### src/design/island_pkg.sv
// ------------------------------------------------
// Safety island shared definitions
//   Bus widths and word types
//   Default placement of the island and its banks
//   Peripheral and SoC control windows
//   Decode targets and SoC control register map
// ------------------------------------------------

`default_nettype none

package island_pkg;

  // ------------------------------------------------
  // Bus widths
  // ------------------------------------------------
  localparam int unsigned AddrWidth = 32;
  localparam int unsigned DataWidth = 32;
  localparam int unsigned SelWidth  = DataWidth / 8;

  typedef logic [AddrWidth-1:0] addr_t;
  typedef logic [DataWidth-1:0] data_t;
  typedef logic [SelWidth-1:0]  sel_t;

  // ------------------------------------------------
  // Address map
  // ------------------------------------------------
  // Instruction bank sits at the base, data bank right after it
  localparam addr_t       DefaultBaseAddr     = 32'h1000_0000;
  localparam int unsigned DefaultBankNumBytes = 32'h0000_8000;

  // Peripheral window, relative to the island base
  localparam addr_t PeriphOffset   = 32'h0002_0000;
  localparam addr_t PeriphNumBytes = 32'h0000_8000;

  // SoC control window, relative to the peripheral window
  localparam addr_t SocCtrlOffset   = 32'h0000_0000;
  localparam addr_t SocCtrlNumBytes = 32'h0000_1000;

  // Read data of any unmapped access
  localparam data_t ErrorWord = 32'hBADCAB1E;

  // ------------------------------------------------
  // Decode targets
  // ------------------------------------------------
  typedef enum logic [1:0] {
    TGT_INSTR    = 2'd0,
    TGT_DATA     = 2'd1,
    TGT_SOC_CTRL = 2'd2,
    TGT_ERROR    = 2'd3
  } target_e;

  // ------------------------------------------------
  // SoC control registers (word offsets)
  // ------------------------------------------------
  typedef enum logic [0:0] {
    REG_FETCHEN  = 1'b0,  // byte offset 0
    REG_BOOTADDR = 1'b1   // byte offset 4
  } ctrl_reg_e;

  localparam logic FetchEnResetVal = 1'b0;

endpackage

`default_nettype wire
### src/design/wb_if.sv
// ------------------------------------------------
// Wishbone classic bus between decoder and targets
//   master modport: request side
//   slave modport: response side
// ------------------------------------------------

`timescale 1ns/1ps
`default_nettype none

interface wb_if;

  // Request
  logic               cyc;
  logic               stb;
  logic               we;
  island_pkg::sel_t   sel;
  island_pkg::addr_t  adr;
  island_pkg::data_t  dat_w;

  // Response, valid only together with ack or err
  island_pkg::data_t  dat_r;
  logic               ack;
  logic               err;

  modport master (
    output cyc,
    output stb,
    output we,
    output sel,
    output adr,
    output dat_w,
    input  dat_r,
    input  ack,
    input  err
  );

  modport slave (
    input  cyc,
    input  stb,
    input  we,
    input  sel,
    input  adr,
    input  dat_w,
    output dat_r,
    output ack,
    output err
  );

endinterface

`default_nettype wire

### src/design/bus_decoder.sv
// ------------------------------------------------
// Island address decoder
//   Main map: instruction bank, data bank, peripherals
//   Peripheral map: SoC control or error response
//   Strobe routing and response multiplexing
//   Built-in error responder for unmapped addresses
// ------------------------------------------------

`timescale 1ns/1ps
`default_nettype none

module bus_decoder #(
  parameter island_pkg::addr_t BaseAddr     = island_pkg::DefaultBaseAddr,
  parameter int unsigned       BankNumBytes = island_pkg::DefaultBankNumBytes
) (
  input  logic              clk_i,
  input  logic              rst_ni,

  // External master
  input  logic              wb_cyc_i,
  input  logic              wb_stb_i,
  input  logic              wb_we_i,
  input  island_pkg::sel_t  wb_sel_i,
  input  island_pkg::addr_t wb_adr_i,
  input  island_pkg::data_t wb_dat_i,
  output island_pkg::data_t wb_dat_o,
  output logic              wb_ack_o,
  output logic              wb_err_o,

  // Targets
  wb_if.master              instr_o,
  wb_if.master              data_o,
  wb_if.master              ctrl_o
);

  // ------------------------------------------------
  // Window bounds, end addresses exclusive
  // ------------------------------------------------
  localparam island_pkg::addr_t BankBytes   = island_pkg::addr_t'(BankNumBytes);
  localparam island_pkg::addr_t InstrStart  = BaseAddr;
  localparam island_pkg::addr_t DataStart   = BaseAddr + BankBytes;
  localparam island_pkg::addr_t DataEnd     = DataStart + BankBytes;
  localparam island_pkg::addr_t PeriphStart = BaseAddr + island_pkg::PeriphOffset;
  localparam island_pkg::addr_t PeriphEnd   = PeriphStart + island_pkg::PeriphNumBytes;
  localparam island_pkg::addr_t CtrlStart   = PeriphStart + island_pkg::SocCtrlOffset;
  localparam island_pkg::addr_t CtrlEnd     = CtrlStart + island_pkg::SocCtrlNumBytes;

  island_pkg::target_e tgt;
  logic                req;
  logic                err_q;

  assign req = wb_cyc_i & wb_stb_i;

  // Main map first, then the peripheral map inside its window
  always_comb begin
    tgt = island_pkg::TGT_ERROR;
    if (wb_adr_i >= InstrStart && wb_adr_i < DataStart) begin
      tgt = island_pkg::TGT_INSTR;
    end else if (wb_adr_i >= DataStart && wb_adr_i < DataEnd) begin
      tgt = island_pkg::TGT_DATA;
    end else if (wb_adr_i >= PeriphStart && wb_adr_i < PeriphEnd) begin
      if (wb_adr_i >= CtrlStart && wb_adr_i < CtrlEnd) begin
        tgt = island_pkg::TGT_SOC_CTRL;
      end
    end
  end

  // ------------------------------------------------
  // Request routing
  // ------------------------------------------------
  // Only stb is steered, the rest is shared by all targets
  assign instr_o.cyc   = wb_cyc_i;
  assign instr_o.stb   = req & (tgt == island_pkg::TGT_INSTR);
  assign instr_o.we    = wb_we_i;
  assign instr_o.sel   = wb_sel_i;
  assign instr_o.adr   = wb_adr_i;
  assign instr_o.dat_w = wb_dat_i;

  assign data_o.cyc    = wb_cyc_i;
  assign data_o.stb    = req & (tgt == island_pkg::TGT_DATA);
  assign data_o.we     = wb_we_i;
  assign data_o.sel    = wb_sel_i;
  assign data_o.adr    = wb_adr_i;
  assign data_o.dat_w  = wb_dat_i;

  assign ctrl_o.cyc    = wb_cyc_i;
  assign ctrl_o.stb    = req & (tgt == island_pkg::TGT_SOC_CTRL);
  assign ctrl_o.we     = wb_we_i;
  assign ctrl_o.sel    = wb_sel_i;
  assign ctrl_o.adr    = wb_adr_i;
  assign ctrl_o.dat_w  = wb_dat_i;

  // Error responder, one err pulse per unmapped request
  always_ff @(posedge clk_i or negedge rst_ni) begin
    if (!rst_ni) begin
      err_q <= 1'b0;
    end else begin
      err_q <= req & (tgt == island_pkg::TGT_ERROR) & ~err_q;
    end
  end

  // ------------------------------------------------
  // Response multiplexing
  // ------------------------------------------------
  // The master holds the address until the response, so the
  // current decode still points at the answering target
  always_comb begin
    case (tgt)
      island_pkg::TGT_INSTR: begin
        wb_dat_o = instr_o.dat_r;
        wb_ack_o = instr_o.ack;
        wb_err_o = instr_o.err;
      end
      island_pkg::TGT_DATA: begin
        wb_dat_o = data_o.dat_r;
        wb_ack_o = data_o.ack;
        wb_err_o = data_o.err;
      end
      island_pkg::TGT_SOC_CTRL: begin
        wb_dat_o = ctrl_o.dat_r;
        wb_ack_o = ctrl_o.ack;
        wb_err_o = ctrl_o.err;
      end
      default: begin
        wb_dat_o = island_pkg::ErrorWord;
        wb_ack_o = 1'b0;
        wb_err_o = err_q;
      end
    endcase
  end

  // Selected target never answers both ways at once
  assert property (@(posedge clk_i) disable iff (!rst_ni)
    !(wb_ack_o && wb_err_o));

  // External master keeps stb inside a bus cycle
  assert property (@(posedge clk_i) disable iff (!rst_ni)
    wb_stb_i |-> wb_cyc_i);

endmodule

`default_nettype wire

### src/flat_wrapper.sv
// flat-port wrapper written by rule: the top's interface ports become plain ports
module bus_decoder_flat 
#(
  parameter island_pkg::addr_t BaseAddr     = island_pkg::DefaultBaseAddr,
  parameter int unsigned       BankNumBytes = island_pkg::DefaultBankNumBytes
)
  (clk_i, rst_ni, wb_cyc_i, wb_stb_i, wb_we_i, wb_sel_i, wb_adr_i, wb_dat_i, wb_dat_o, wb_ack_o, wb_err_o, instr_o_cyc, instr_o_stb, instr_o_we, instr_o_sel, instr_o_adr, instr_o_dat_w, instr_o_dat_r, instr_o_ack, instr_o_err, data_o_cyc, data_o_stb, data_o_we, data_o_sel, data_o_adr, data_o_dat_w, data_o_dat_r, data_o_ack, data_o_err, ctrl_o_cyc, ctrl_o_stb, ctrl_o_we, ctrl_o_sel, ctrl_o_adr, ctrl_o_dat_w, ctrl_o_dat_r, ctrl_o_ack, ctrl_o_err);
  wb_if instr_o_i ();
  wb_if data_o_i ();
  wb_if ctrl_o_i ();
  input  logic clk_i;
  input  logic rst_ni;
  input  logic wb_cyc_i;
  input  logic wb_stb_i;
  input  logic wb_we_i;
  input  island_pkg::sel_t wb_sel_i;
  input  island_pkg::addr_t wb_adr_i;
  input  island_pkg::data_t wb_dat_i;
  output island_pkg::data_t wb_dat_o;
  output logic wb_ack_o;
  output logic wb_err_o;
  output wire logic [$bits(instr_o_i.cyc)-1:0] instr_o_cyc;
  output wire logic [$bits(instr_o_i.stb)-1:0] instr_o_stb;
  output wire logic [$bits(instr_o_i.we)-1:0] instr_o_we;
  output wire logic [$bits(instr_o_i.sel)-1:0] instr_o_sel;
  output wire logic [$bits(instr_o_i.adr)-1:0] instr_o_adr;
  output wire logic [$bits(instr_o_i.dat_w)-1:0] instr_o_dat_w;
  input wire logic [$bits(instr_o_i.dat_r)-1:0] instr_o_dat_r;
  input wire logic [$bits(instr_o_i.ack)-1:0] instr_o_ack;
  input wire logic [$bits(instr_o_i.err)-1:0] instr_o_err;
  output wire logic [$bits(data_o_i.cyc)-1:0] data_o_cyc;
  output wire logic [$bits(data_o_i.stb)-1:0] data_o_stb;
  output wire logic [$bits(data_o_i.we)-1:0] data_o_we;
  output wire logic [$bits(data_o_i.sel)-1:0] data_o_sel;
  output wire logic [$bits(data_o_i.adr)-1:0] data_o_adr;
  output wire logic [$bits(data_o_i.dat_w)-1:0] data_o_dat_w;
  input wire logic [$bits(data_o_i.dat_r)-1:0] data_o_dat_r;
  input wire logic [$bits(data_o_i.ack)-1:0] data_o_ack;
  input wire logic [$bits(data_o_i.err)-1:0] data_o_err;
  output wire logic [$bits(ctrl_o_i.cyc)-1:0] ctrl_o_cyc;
  output wire logic [$bits(ctrl_o_i.stb)-1:0] ctrl_o_stb;
  output wire logic [$bits(ctrl_o_i.we)-1:0] ctrl_o_we;
  output wire logic [$bits(ctrl_o_i.sel)-1:0] ctrl_o_sel;
  output wire logic [$bits(ctrl_o_i.adr)-1:0] ctrl_o_adr;
  output wire logic [$bits(ctrl_o_i.dat_w)-1:0] ctrl_o_dat_w;
  input wire logic [$bits(ctrl_o_i.dat_r)-1:0] ctrl_o_dat_r;
  input wire logic [$bits(ctrl_o_i.ack)-1:0] ctrl_o_ack;
  input wire logic [$bits(ctrl_o_i.err)-1:0] ctrl_o_err;
  assign instr_o_cyc = instr_o_i.cyc;
  assign instr_o_stb = instr_o_i.stb;
  assign instr_o_we = instr_o_i.we;
  assign instr_o_sel = instr_o_i.sel;
  assign instr_o_adr = instr_o_i.adr;
  assign instr_o_dat_w = instr_o_i.dat_w;
  assign instr_o_i.dat_r = instr_o_dat_r;
  assign instr_o_i.ack = instr_o_ack;
  assign instr_o_i.err = instr_o_err;
  assign data_o_cyc = data_o_i.cyc;
  assign data_o_stb = data_o_i.stb;
  assign data_o_we = data_o_i.we;
  assign data_o_sel = data_o_i.sel;
  assign data_o_adr = data_o_i.adr;
  assign data_o_dat_w = data_o_i.dat_w;
  assign data_o_i.dat_r = data_o_dat_r;
  assign data_o_i.ack = data_o_ack;
  assign data_o_i.err = data_o_err;
  assign ctrl_o_cyc = ctrl_o_i.cyc;
  assign ctrl_o_stb = ctrl_o_i.stb;
  assign ctrl_o_we = ctrl_o_i.we;
  assign ctrl_o_sel = ctrl_o_i.sel;
  assign ctrl_o_adr = ctrl_o_i.adr;
  assign ctrl_o_dat_w = ctrl_o_i.dat_w;
  assign ctrl_o_i.dat_r = ctrl_o_dat_r;
  assign ctrl_o_i.ack = ctrl_o_ack;
  assign ctrl_o_i.err = ctrl_o_err;
  bus_decoder #(.BaseAddr(BaseAddr), .BankNumBytes(BankNumBytes)) u_core (.clk_i(clk_i), .rst_ni(rst_ni), .wb_cyc_i(wb_cyc_i), .wb_stb_i(wb_stb_i), .wb_we_i(wb_we_i), .wb_sel_i(wb_sel_i), .wb_adr_i(wb_adr_i), .wb_dat_i(wb_dat_i), .wb_dat_o(wb_dat_o), .wb_ack_o(wb_ack_o), .wb_err_o(wb_err_o), .instr_o(instr_o_i), .data_o(data_o_i), .ctrl_o(ctrl_o_i));
endmodule
### config.mk
export PLATFORM = sky130hd
export DESIGN_NAME = bus_decoder_flat
export DESIGN_NICKNAME = d
export VERILOG_FILES = /design/src/design/island_pkg.sv /design/src/design/wb_if.sv /design/src/design/bus_decoder.sv /design/src/flat_wrapper.sv
export SDC_FILE = /design/constraint.sdc
export NUM_CORES = 1
export LEC_CHECK = 0
export ABC_AREA = 0
export BUFFER_PORTS_ARGS = -buffer_cell sky130_fd_sc_hd__clkbuf_2
export CAP_MARGIN = 20
export CORE_AREA = 2 2 165 167
export CTS_BUF_LIST = sky130_fd_sc_hd__clkbuf_16
export DETAILED_ROUTE_END_ITERATION = 6
export DIE_AREA = 0 0 167 169
export GPL_TIMING_DRIVEN = 0
export PLACE_DENSITY = 0.36
export SYNTH_ARGS = -nofsm -noshare
export SYNTH_HDL_FRONTEND = slang
export SYNTH_SLANG_ARGS = --single-unit
### constraint.sdc
create_clock -name clk_i -period 1.6 [get_ports clk_i]
set_clock_uncertainty 0.05 [all_clocks]
set_input_delay 0.24 -clock clk_i [delete_from_list [all_inputs] [get_ports clk_i]]
set_output_delay 0.24 -clock clk_i [all_outputs]
set_load 0.02 [all_outputs]
### Yosys cells after proc, flatten, opt, wreduce, memory -nomap -nowiden

Index checks and enable logic that the tools add are counted.

* equality and inequality tests: 3
* reductions and logical operators: 5
* magnitude comparators: 7
* bitwise gates (word level): 7
* muxes and demuxes: 7

Operators by type and width (count)
* $lt A32 B29 Y1 const B: 4
* $ge A32 B29 Y1 const B: 3
* $pmux W32 S3: 1
* $and A1 B1 Y1: 6
* $mux W2: 3
* $pmux W1 S3: 2
* $eq A2 B2 Y1 const B: 2
* $logic_and A1 B1 Y1: 4
* $eq A2 B1 Y1 const B: 1
* $logic_not A2 Y1: 1
* $mux W1: 1
* $not A1 Y1: 1

* output and inout port bits: 247
* bits of input ports: 175
* word-level logic and storage cells: 30
* register bits after elaboration: 1

### Depth between registers and ports, before layout

Gate-level depths: netlist (run 1).

* word-level depth: 9
* gate-level depth with buffers: 6
* depth with buffers taken out: 4

### Worst setup path after synthesis (run 1)

OpenSTA, ideal clock, no wires.

* path type: in2out
* from: input wb_adr_i[15]
* to: output ctrl_o_stb
* data arrival time: 1.528 ns
* cell stages on the path: 6
* slack: -0.218 ns
* required time: 1.310 ns
* path buffers: 2
* cell sequence: buf_6 > nor4_1 > o31ai_1 > or3_4 > buf_6 > nor2_1

* word-level cells in the longest chain between the ends: 8
* elaborated cells on any way between the ends: 17
* those cells by class: 7 x order compare; 1 x eq/ne; 4 x mux; 1 x bitwise; 4 x reduce/logical

Ends and longest elaborated chain
* start: declaration: line flat_wrapper.sv:17 `input island_pkg::addr_t wb_adr_i;`
* $ge A32 B29 Y1 or $lt A32 B29 Y1 (tied branches): line bus_decoder.sv:61, bus_decoder.sv:62
* $logic_and A1 B1 Y1: line bus_decoder.sv:62 `if (wb_adr_i >= CtrlStart && wb_adr_i < CtrlEnd) begin`
* $mux W1: line bus_decoder.sv:62
* $mux W2: line bus_decoder.sv:61 `end else if (wb_adr_i >= PeriphStart && wb_adr_i < PeriphEnd) begin`
* $mux W2: line bus_decoder.sv:59 `end else if (wb_adr_i >= DataStart && wb_adr_i < DataEnd) begin`
* $mux W2 (*): line bus_decoder.sv:57 `if (wb_adr_i >= InstrStart && wb_adr_i < DataStart) begin`
* $eq A2 B2 Y1 (*): line bus_decoder.sv:87 `assign ctrl_o.stb = req & (tgt == island_pkg::TGT_SOC_CTRL);`
* $and A1 B1 Y1 (*): line bus_decoder.sv:87
* end: declaration: line flat_wrapper.sv:41 `output wire logic [$bits(ctrl_o_i.stb)-1:0] ctrl_o_stb;`

Mark *: on every way between the ends. The rest lies on a longest branch, timed or not.

### Final worst setup path (run 1)

* from: input wb_adr_i[24]
* to: output wb_dat_o[11]

* word-level cells in the longest chain between the ends: 8
* elaborated cells on any way between the ends: 19
* those cells by class: 7 x order compare; 2 x eq/ne; 5 x mux; 5 x reduce/logical

Ends and longest elaborated chain
* $ge A32 B29 Y1 or $lt A32 B29 Y1 (tied branches): line bus_decoder.sv:61, bus_decoder.sv:62
* $logic_and A1 B1 Y1: line bus_decoder.sv:62
* $mux W1: line bus_decoder.sv:62
* $mux W2: line bus_decoder.sv:61
* $mux W2: line bus_decoder.sv:59
* $mux W2 (*): line bus_decoder.sv:57
* $eq A2 B2 Y1 (tied with other cells): line bus_decoder.sv:108 `case (tgt)`
* $pmux W32 S3 (*): line bus_decoder.sv:108
* end: declaration: line flat_wrapper.sv:19 `output island_pkg::data_t wb_dat_o;`

Marks and branches as above.

==> results.cfg, run 1 <==
[setup_path]
critPathKind = in -> out
start_kind = input pin
reg2reg_to = u_core.err_q
cp_max_fo = 10
setup.worst_path.end_class = primary output
reg2reg_depth = 4
r2r_slack_ns = 0.61
crit_required_ns = 1.31
reg2reg_from = u_core.err_q
crit_arrival_ns = 1.80

[synthesis]
synth_area_leaders = buf_4 63%, mux2i_1 13%, a2bb2oi_1 6.7%
ys_seq_area_frac = 0.0100
syn-num-nets = 489
yosys.area.top_type = buf_4
netlist_instances = 314
netlist_area_um2 = 2500
synth-seq-cells = 1
syn_avg_cell_area_um2 = 7.95
synth.distinct_cells = 26
synth_top_area_frac = 0.632
yosys_warnings = 0

[power_and_ir_drop]
p_per_area_nw_per_um2 = 247
p_seq_frac = 0.019
p_int_w = 0.000738
power_w = 0.00146
clock_power_share = 0
ir_worst_vdd_uv = 106
swShare = 0.494
switchingPower_w = 0.000721
p_leak_nw = 3.29
comb_power_share = 0.981

[sta]
hold_violations = 0
tightest_slew_ns = 0.820
slew_viol_final = 0
setup_tns_ns = -15.61
max_freq_ghz = 0.479
min_period_over_period = 1.31
slew_headroom = 0.453
rsz0062_at_grt = true
setup_violations = 38
finalCriticalPeriod_ns = 2.09
layout_setup_ws_ns = -0.488

[floorplan]
rows = 60
initial_utilization = 0.0942
die_h_um = 169
num_io_pins = 422
core_um2 = 26500
die_w_um = 167
die-area_um2 = 28200

[place]
post-place-ws_ns = -1.22
dp_hpwl_um = 11600
io_buffers = 371
routabilityCongestion = 0.717

[run_status]
violations = negative setup slack
status = complete, but fails checks

[hold_path]
hold_path_depth = 2
hold_path_class = in -> reg
hold_end = u_core.err_q
min_from = wb_stb_i

[global_routing]
grt_pass1_vias = 3125
grt_pass1_wl_um = 18100
overflow = 0
grt.total_usage = 0.0831
grt_max_degree = 11
antenna_found_initial = 0

[routing]
totalWireLength_um = 13500
post_drt_wl_per_cell_um = 12.9
ant_nets = 0
drc = 0
drtPass1Iterations = 4
initialDrtViolationCount = 30
avgViaCountPerCell = 3.18
vias = 3327

[cells_and_area]
fin_nets = 883
reg.largest.list = u_core.err_q: 1 flops
largest_register_ff_count = 1
layout_commonest_cell = clkbuf_2
final_cell_mix = 338 x clkbuf_2, 224 x buf_4, 33 x mux2i_1
layout-drive-gt1-share = 0.936
top_register = u_core.err_q
num_antenna_cells = 0
syn2layout_area_growth_pct = 136

[flow_run]
drv_cap = 0

[clocking]
clk_latency_ns = 0
path_clk_slew_ns = 0
critical path: stages:
cell and delay (ns):
clkbuf_16 0.13, nor4_4 0.36, nand2_2 0.12, or3_4 0.47
buf_12 0.18, a2bb2oi_2 0.13, clkbuf_2 0.16
cells by family (layout without fill, tap and decap cells):
| kind of cell | after synthesis | in the layout | share of synthesized area |
|---|---|---|---|
| DFF | 1 | 1 | 0.0100 |
| buffers and inverters | 221 | 613 | 0.658 |
| muxes | 33 | 33 | 0.132 |
| AOI/OAI and AO/OA | 36 | 36 | 0.126 |
| and+or+nand+nor | 23 | 23 | 0.0737 |
area by class of cell:
class / instances / area, µm²
plain buffers: 219 / 1690
fillers: 2960 / 20600
multi-input cells: 92 / 1360
flip-flops and latches: 1 / 25.0
repair buffers: 392 / 2390
well taps: 341 / 427
inverters: 2 / 7.51
per-stage QoR:
stage	util	area, µm²	hold WS, ns	instances
2_1_floorplan	-	2730	-0.106	314
3_3_place_gp	0.189	5010	-0.0340	1026
3_5_place_dp	0.189	5010	-0.0331	1026
4_1_cts	0.213	5650	0.456	1044
5_1_grt	0.223	5900	0.500	1047
6_report	0.223	5900	0.490	1047
worst max path at each step:
| stage | startpoint | to | slack (ns) | depth (start not counted) |
|---|---|---|---|---|
| 2_1_floorplan | wb_adr_i[24] | wb_dat_o[13] | -0.10 | 5 |
| 3_3_place_gp | wb_adr_i[30] | wb_dat_o[26] | -1.21 | 7 |
| 3_5_place_dp | wb_adr_i[12] | wb_dat_o[26] | -1.22 | 7 |
| 4_1_cts | wb_adr_i[24] | wb_dat_o[26] | -0.50 | 9 |
| 5_1_grt | wb_adr_i[24] | wb_dat_o[11] | -0.53 | 7 |
| 6_report | wb_adr_i[24] | wb_dat_o[11] | -0.49 | 7 |
cell usage after synthesis:
library cell    n
buf_4         210
mux2i_1        33
a2bb2oi_1      19
o2bb2ai_1      14
nor3_1          5
clkbuf_1        4
buf_6           3
nand2_1         3
buf_2           2
inv_1           2
nand4_1         2
nor4_1          2
nor4_4          2
a2111oi_0       1
and2_1          1
and3_1          1
dfrtp_1         1
nand2_2         1
nor2_1          1
nor2_2          1
nor2b_1         1
nor3_2          1
nor4b_4         1
o31a_1          1
o31ai_1         1
or3_4           1
power by group through the flow:
stage / clock network, W / registers, W / logic [W]
6_report: 0 / 0.0000274 / 0.00143
5_1_grt: 0 / 0.0000276 / 0.00152
3_3_place_gp: 0 / 0.0000276 / 0.00138
2_1_floorplan: 0 / 0.0000274 / 0.000894
4_1_cts: 0 / 0.0000275 / 0.00142
3_5_place_dp: 0 / 0.0000275 / 0.00137
repair_timing:
item / CTS / global route
setup endpoints to repair: 38 / 38
resized for setup: 95 / 61
endpoints found under the hold margin: 1 / 0
pin swaps: 15 / 11
hold buffers: 1 / 0
setup buffers: 15 / 3
gates cloned: 2 / 0
per-layer routing:
layer  vias to the layer above  global-route usage  part of all wire
li1                       1643                   -                 -
met5                         -                   0                 0
met2                       223               0.175              0.57
met1                      1461              0.0921              0.35
met3                         0              0.0115             0.078
met4                         0                   0                 0
No activity file was read; power rests on OpenSTA's default activity.
==> inputs of run 2 (changes only) <==
PLACE_DENSITY = not set   (was 0.36)
==> run 2 against run 1 <==
Effect of this change: register-to-register slack improved by 0.09 ns; cell count up 0.67%; via count is 0.84% higher; the flow still finishes with violations (negative setup slack).
==> results.cfg, run 2 (synthesized netlist as in run 1, its figures left out) <==
[routing]
avgViaCountPerCell = 3.18
post_drt_wl_per_cell_um = 12.7
drtPass1Iterations = 3
dr_wl_met3_um = 986
highest_layer = met3
wl_met1_um = 4810
vias = 3355
drc = 0
met2WireLength_um = 7550
totalWireLength_um = 13300
ant_nets = 0
initialDrtViolationCount = 43

[cells_and_area]
final_cells = 1054
top_register = u_core.err_q
num_antenna_cells = 0
reg.largest.list = u_core.err_q: 1 flops
utilization = 0.227
fin_area_um2 = 6010
layout_commonest_cell = clkbuf_2
largest_register_ff_count = 1
fin_nets = 890
fill_cells = 2847
syn2layout_area_growth_pct = 141
final_cell_mix = 332 x clkbuf_2, 227 x buf_4, 33 x mux2i_1
layout-drive-gt1-share = 0.935

[sta]
tightest_slew_ns = 0.808
hold-worst-slack_ns = 0.437
slew_headroom = 0.461
layout_setup_ws_ns = -0.528
rsz0062_at_grt = true
max_freq_ghz = 0.470
setup_violations = 38
min_period_over_period = 1.33
slew_viol_final = 0
finalCriticalPeriod_ns = 2.13
hold_violations = 0

[setup_path]
setup.worst_path.end_class = primary output
path_cells = buf_8 > nor4_4 > nand2_2 > or3_4 > clkbuf_16 > a2bb2oi_2 > clkbuf_2
crit_arrival_ns = 1.84
worst-path-buf-inv = 3
critical-path-max-stage-delay_ns = 0.50
cp_slowest_cell = or3_4
cp_max_fo = 5
crit_required_ns = 1.31
critPathKind = in -> out
start_kind = input pin
crit_family = simple AND/OR/NAND/NOR gates

[run_status]
violations = negative setup slack
status = complete, but fails checks

[global_routing]
overflow = 0
grt_pass1_vias = 3159
grt_max_degree = 11
grt_pass1_wl_um = 17400
grt.total_usage = 0.0774
antenna_found_initial = 0

[power_and_ir_drop]
p_per_area_nw_per_um2 = 244
p_leak_nw = 3.34
ir_worst_vdd_uv = 85.9
power_w = 0.00147

[floorplan]
die-area_um2 = 28200
core_um2 = 26500
num_io_pins = 422
rows = 60
die_h_um = 169
initial_utilization = 0.0942
die_w_um = 167

[hold_path]
hold_path_class = in -> reg

[place]
routabilityCongestion = 0.782
place_inst = 1026
placed_area_um2 = 5010
dp_hpwl_um = 10900
io_buffers = 371

[clocking]
clk_latency_ns = 0
path_clk_slew_ns = 0

[flow_run]
drv_cap = 0
run 2: cell types whose count changed in the layout (fill, tap and decap cells not counted), sizes merged:
cell / change
clkbuf: -7
buf: +14
run 2: final cells by class:
| type | instances | area [µm²] | share of cell area |
|---|---|---|---|
| sequential | 1 | 25.0 | 0.00416 |
| tap | 341 | 427 | 0.0709 |
| inverter | 2 | 7.51 | 0.00125 |
| multi-input combinational | 92 | 1340 | 0.223 |
| buffer | 219 | 1710 | 0.284 |
| timing repair buffer | 399 | 2510 | 0.417 |
run 2: what timing repair did:
item,CTS,global route
buffers inserted,18,8
hold buffers,1,0
resized for setup,78,95
hold endpoints to repair,1,0
pin swaps,12,16
endpoints found under the setup margin,38,38
cloned,1,3
run 2: path summary, 6_finish.rpt:
kind,cells after the start,startpoint,end,slack [ns]
max,7,wb_adr_i[30],wb_dat_o[4],-0.53
min,2,wb_stb_i,u_core.err_q,0.44
max reg2reg,3,u_core.err_q,u_core.err_q,0.70
min reg2reg,3,u_core.err_q,u_core.err_q,0.68
max in group asynchronous,2,rst_ni,u_core.err_q,0.90
min in group asynchronous,2,rst_ni,u_core.err_q,0.51
run 2: layer usage:
layer  global-route usage  vias up
met4             0.000750        0
li1                     -     1660
met3              0.00935        0
met5                    0        -
met2                0.159      210
met1               0.0892     1485
run 2: stage by stage:
stage	TNS (ns)	setup slack, ns
2_1_floorplan	-2.96	-0.101
3_3_place_gp	-32.88	-1.34
3_5_place_dp	-32.86	-1.35
4_1_cts	-15.10	-0.466
5_1_grt	-18.07	-0.560
6_report	-16.02	-0.528
run 2: power by group:
part / internal (W) / total [W] / switching (W)
Clock: 0 / 0 / 0
Sequential: 0.0000271 / 0.0000275 / 0.000000413
Combinational: 0.000720 / 0.00144 / 0.000722
Total: 0.000747 / 0.00147 / 0.000722
==> inputs of run 3 (changes only) <==
CORE_AREA = 2 2 166 168   (was 2 2 165 167)
CTS_BUF_LIST = not set   (was sky130_fd_sc_hd__clkbuf_16)
DIE_AREA = 0 0 168 170   (was 0 0 167 169)
clock period = 2.3 ns   (was 1.6 ns; I/O delays follow)
==> run 3 against run 2 <==
Effect of this change: the flow still finishes with violations (negative setup slack); via count increased by 0.92%; first-iteration DRC count unchanged; sequential cell count unchanged; cell area decreased by 4.0%; register-to-register slack improved by 0.73 ns; worst setup slack improved by 0.47 ns; routed wire length increased by 4.3%; critical path depth unchanged; sequential power decreased by 31%; sequential share of layout area about the same; die area increased by 1.2%; global-route usage increased by 0.55 points; largest cell class unchanged.
==> results.cfg, run 3 (synthesized netlist as in run 1, its figures left out) <==
[setup_path]
crit_arrival_ns = 1.96
start_kind = input pin
path_cells = clkbuf_2 > nor4_4 > nand2_2 > or3_4 > buf_12 > a2bb2oi_2 > clkbuf_8
critical-path-max-stage-delay_ns = 0.50
crit_required_ns = 1.90
setup.worst_path.end_class = primary output
cp_slowest_cell = or3_4
crit_family = simple AND/OR/NAND/NOR gates
worst-path-buf-inv = 3
cp_max_fo = 5
critPathKind = in -> out

[power_and_ir_drop]
p_per_area_nw_per_um2 = 175
power_w = 0.00101
ir_worst_vdd_uv = 79.0
p_leak_nw = 3.27

[sta]
slew_headroom = 0.540
hold-worst-slack_ns = 0.0702
setup_violations = 8
rsz0062_at_grt = true
finalCriticalPeriod_ns = 2.35
slew_viol_final = 0
layout_setup_ws_ns = -0.0545
hold_violations = 0
max_freq_ghz = 0.425
min_period_over_period = 1.02
tightest_slew_ns = 0.690

[run_status]
violations = negative setup slack
status = complete, but fails checks

[floorplan]
core_um2 = 26700
num_io_pins = 422
die_h_um = 170
die-area_um2 = 28600
die_w_um = 168
initial_utilization = 0.0937
rows = 60

[routing]
drtPass1Iterations = 4
drc = 0
avgViaCountPerCell = 3.22
met2WireLength_um = 7050
ant_nets = 0
vias = 3386
wl_met1_um = 5130
totalWireLength_um = 13900
initialDrtViolationCount = 43
post_drt_wl_per_cell_um = 13.2
highest_layer = met4
dr_wl_met3_um = 1180

[hold_path]
hold_path_class = in -> async

[place]
place_inst = 1027
io_buffers = 371
routabilityCongestion = 0.773
dp_hpwl_um = 11500

[global_routing]
overflow = 0
grt_max_degree = 11
grt.total_usage = 0.0830
grt_pass1_vias = 3182
antenna_found_initial = 1
grt_pass1_wl_um = 18000

[cells_and_area]
layout-drive-gt1-share = 0.931
fin_nets = 885
reg.largest.list = u_core.err_q: 1 flops
utilization = 0.217
syn2layout_area_growth_pct = 131
top_register = u_core.err_q
layout_commonest_cell = clkbuf_2
largest_register_ff_count = 1
final_cells = 1051
final_cell_mix = 331 x clkbuf_2, 231 x buf_4, 33 x mux2i_1

[clocking]
path_clk_slew_ns = 0
clk_latency_ns = 0

[flow_run]
drv_cap = 0
-- run 3: worst paths after layout --
path	cells past startpoint	start	slack, ns	to
worst min register to register	3	u_core.err_q	0.65	u_core.err_q
worst min-delay path	1	rst_ni	0.07	u_core.err_q
max in group asynchronous	1	rst_ni	2.04	u_core.err_q
min in group clk_i	2	wb_stb_i	0.54	u_core.err_q
worst max register to register	3	u_core.err_q	1.43	u_core.err_q
worst max-delay path	7	wb_adr_i[23]	-0.05	wb_dat_o[8]
-- run 3: cell type report --
cell class	instances	area [µm²]
fillers	2920	20900
repair buffers	396	2430
plain buffers	217	1680
multi-input cells	92	1200
well taps	341	427
flip-flops and latches	1	25.0
inverters	2	7.51
diodes	2	5.00
-- run 3: metal layers --
metal,global-route usage,up-vias
met1,0.0950,1459
met4,0.0333,0
met2,0.156,254
met5,0,-
li1,-,1653
met3,0.0107,20
-- run 3: per-stage QoR --
step / setup TNS, ns / setup slack [ns] / area (µm²)
final: -0.146 / -0.0545 / 5770
after global routing: -1.46 / -0.107 / 5770
after CTS: -0.192 / -0.0347 / 5410
after detailed placement: -14.69 / -0.882 / 4790
after global placement: -14.78 / -0.908 / 4780
after floorplan: 0 / 0.272 / 2500
-- run 3: where the power goes --
part	total (W)	switching, W	internal [W]
Clock	0.000000000117	0	0.000000000117
Sequential	0.0000190	0.000000198	0.0000188
Combinational	0.000993	0.000496	0.000497
-- run 3: repair_timing --
action,CTS,global route
hold buffers,0,0
pin swaps,11,9
gates cloned,3,0
resized for setup,79,106
buffers inserted,20,1
endpoints found under the setup margin,36,37
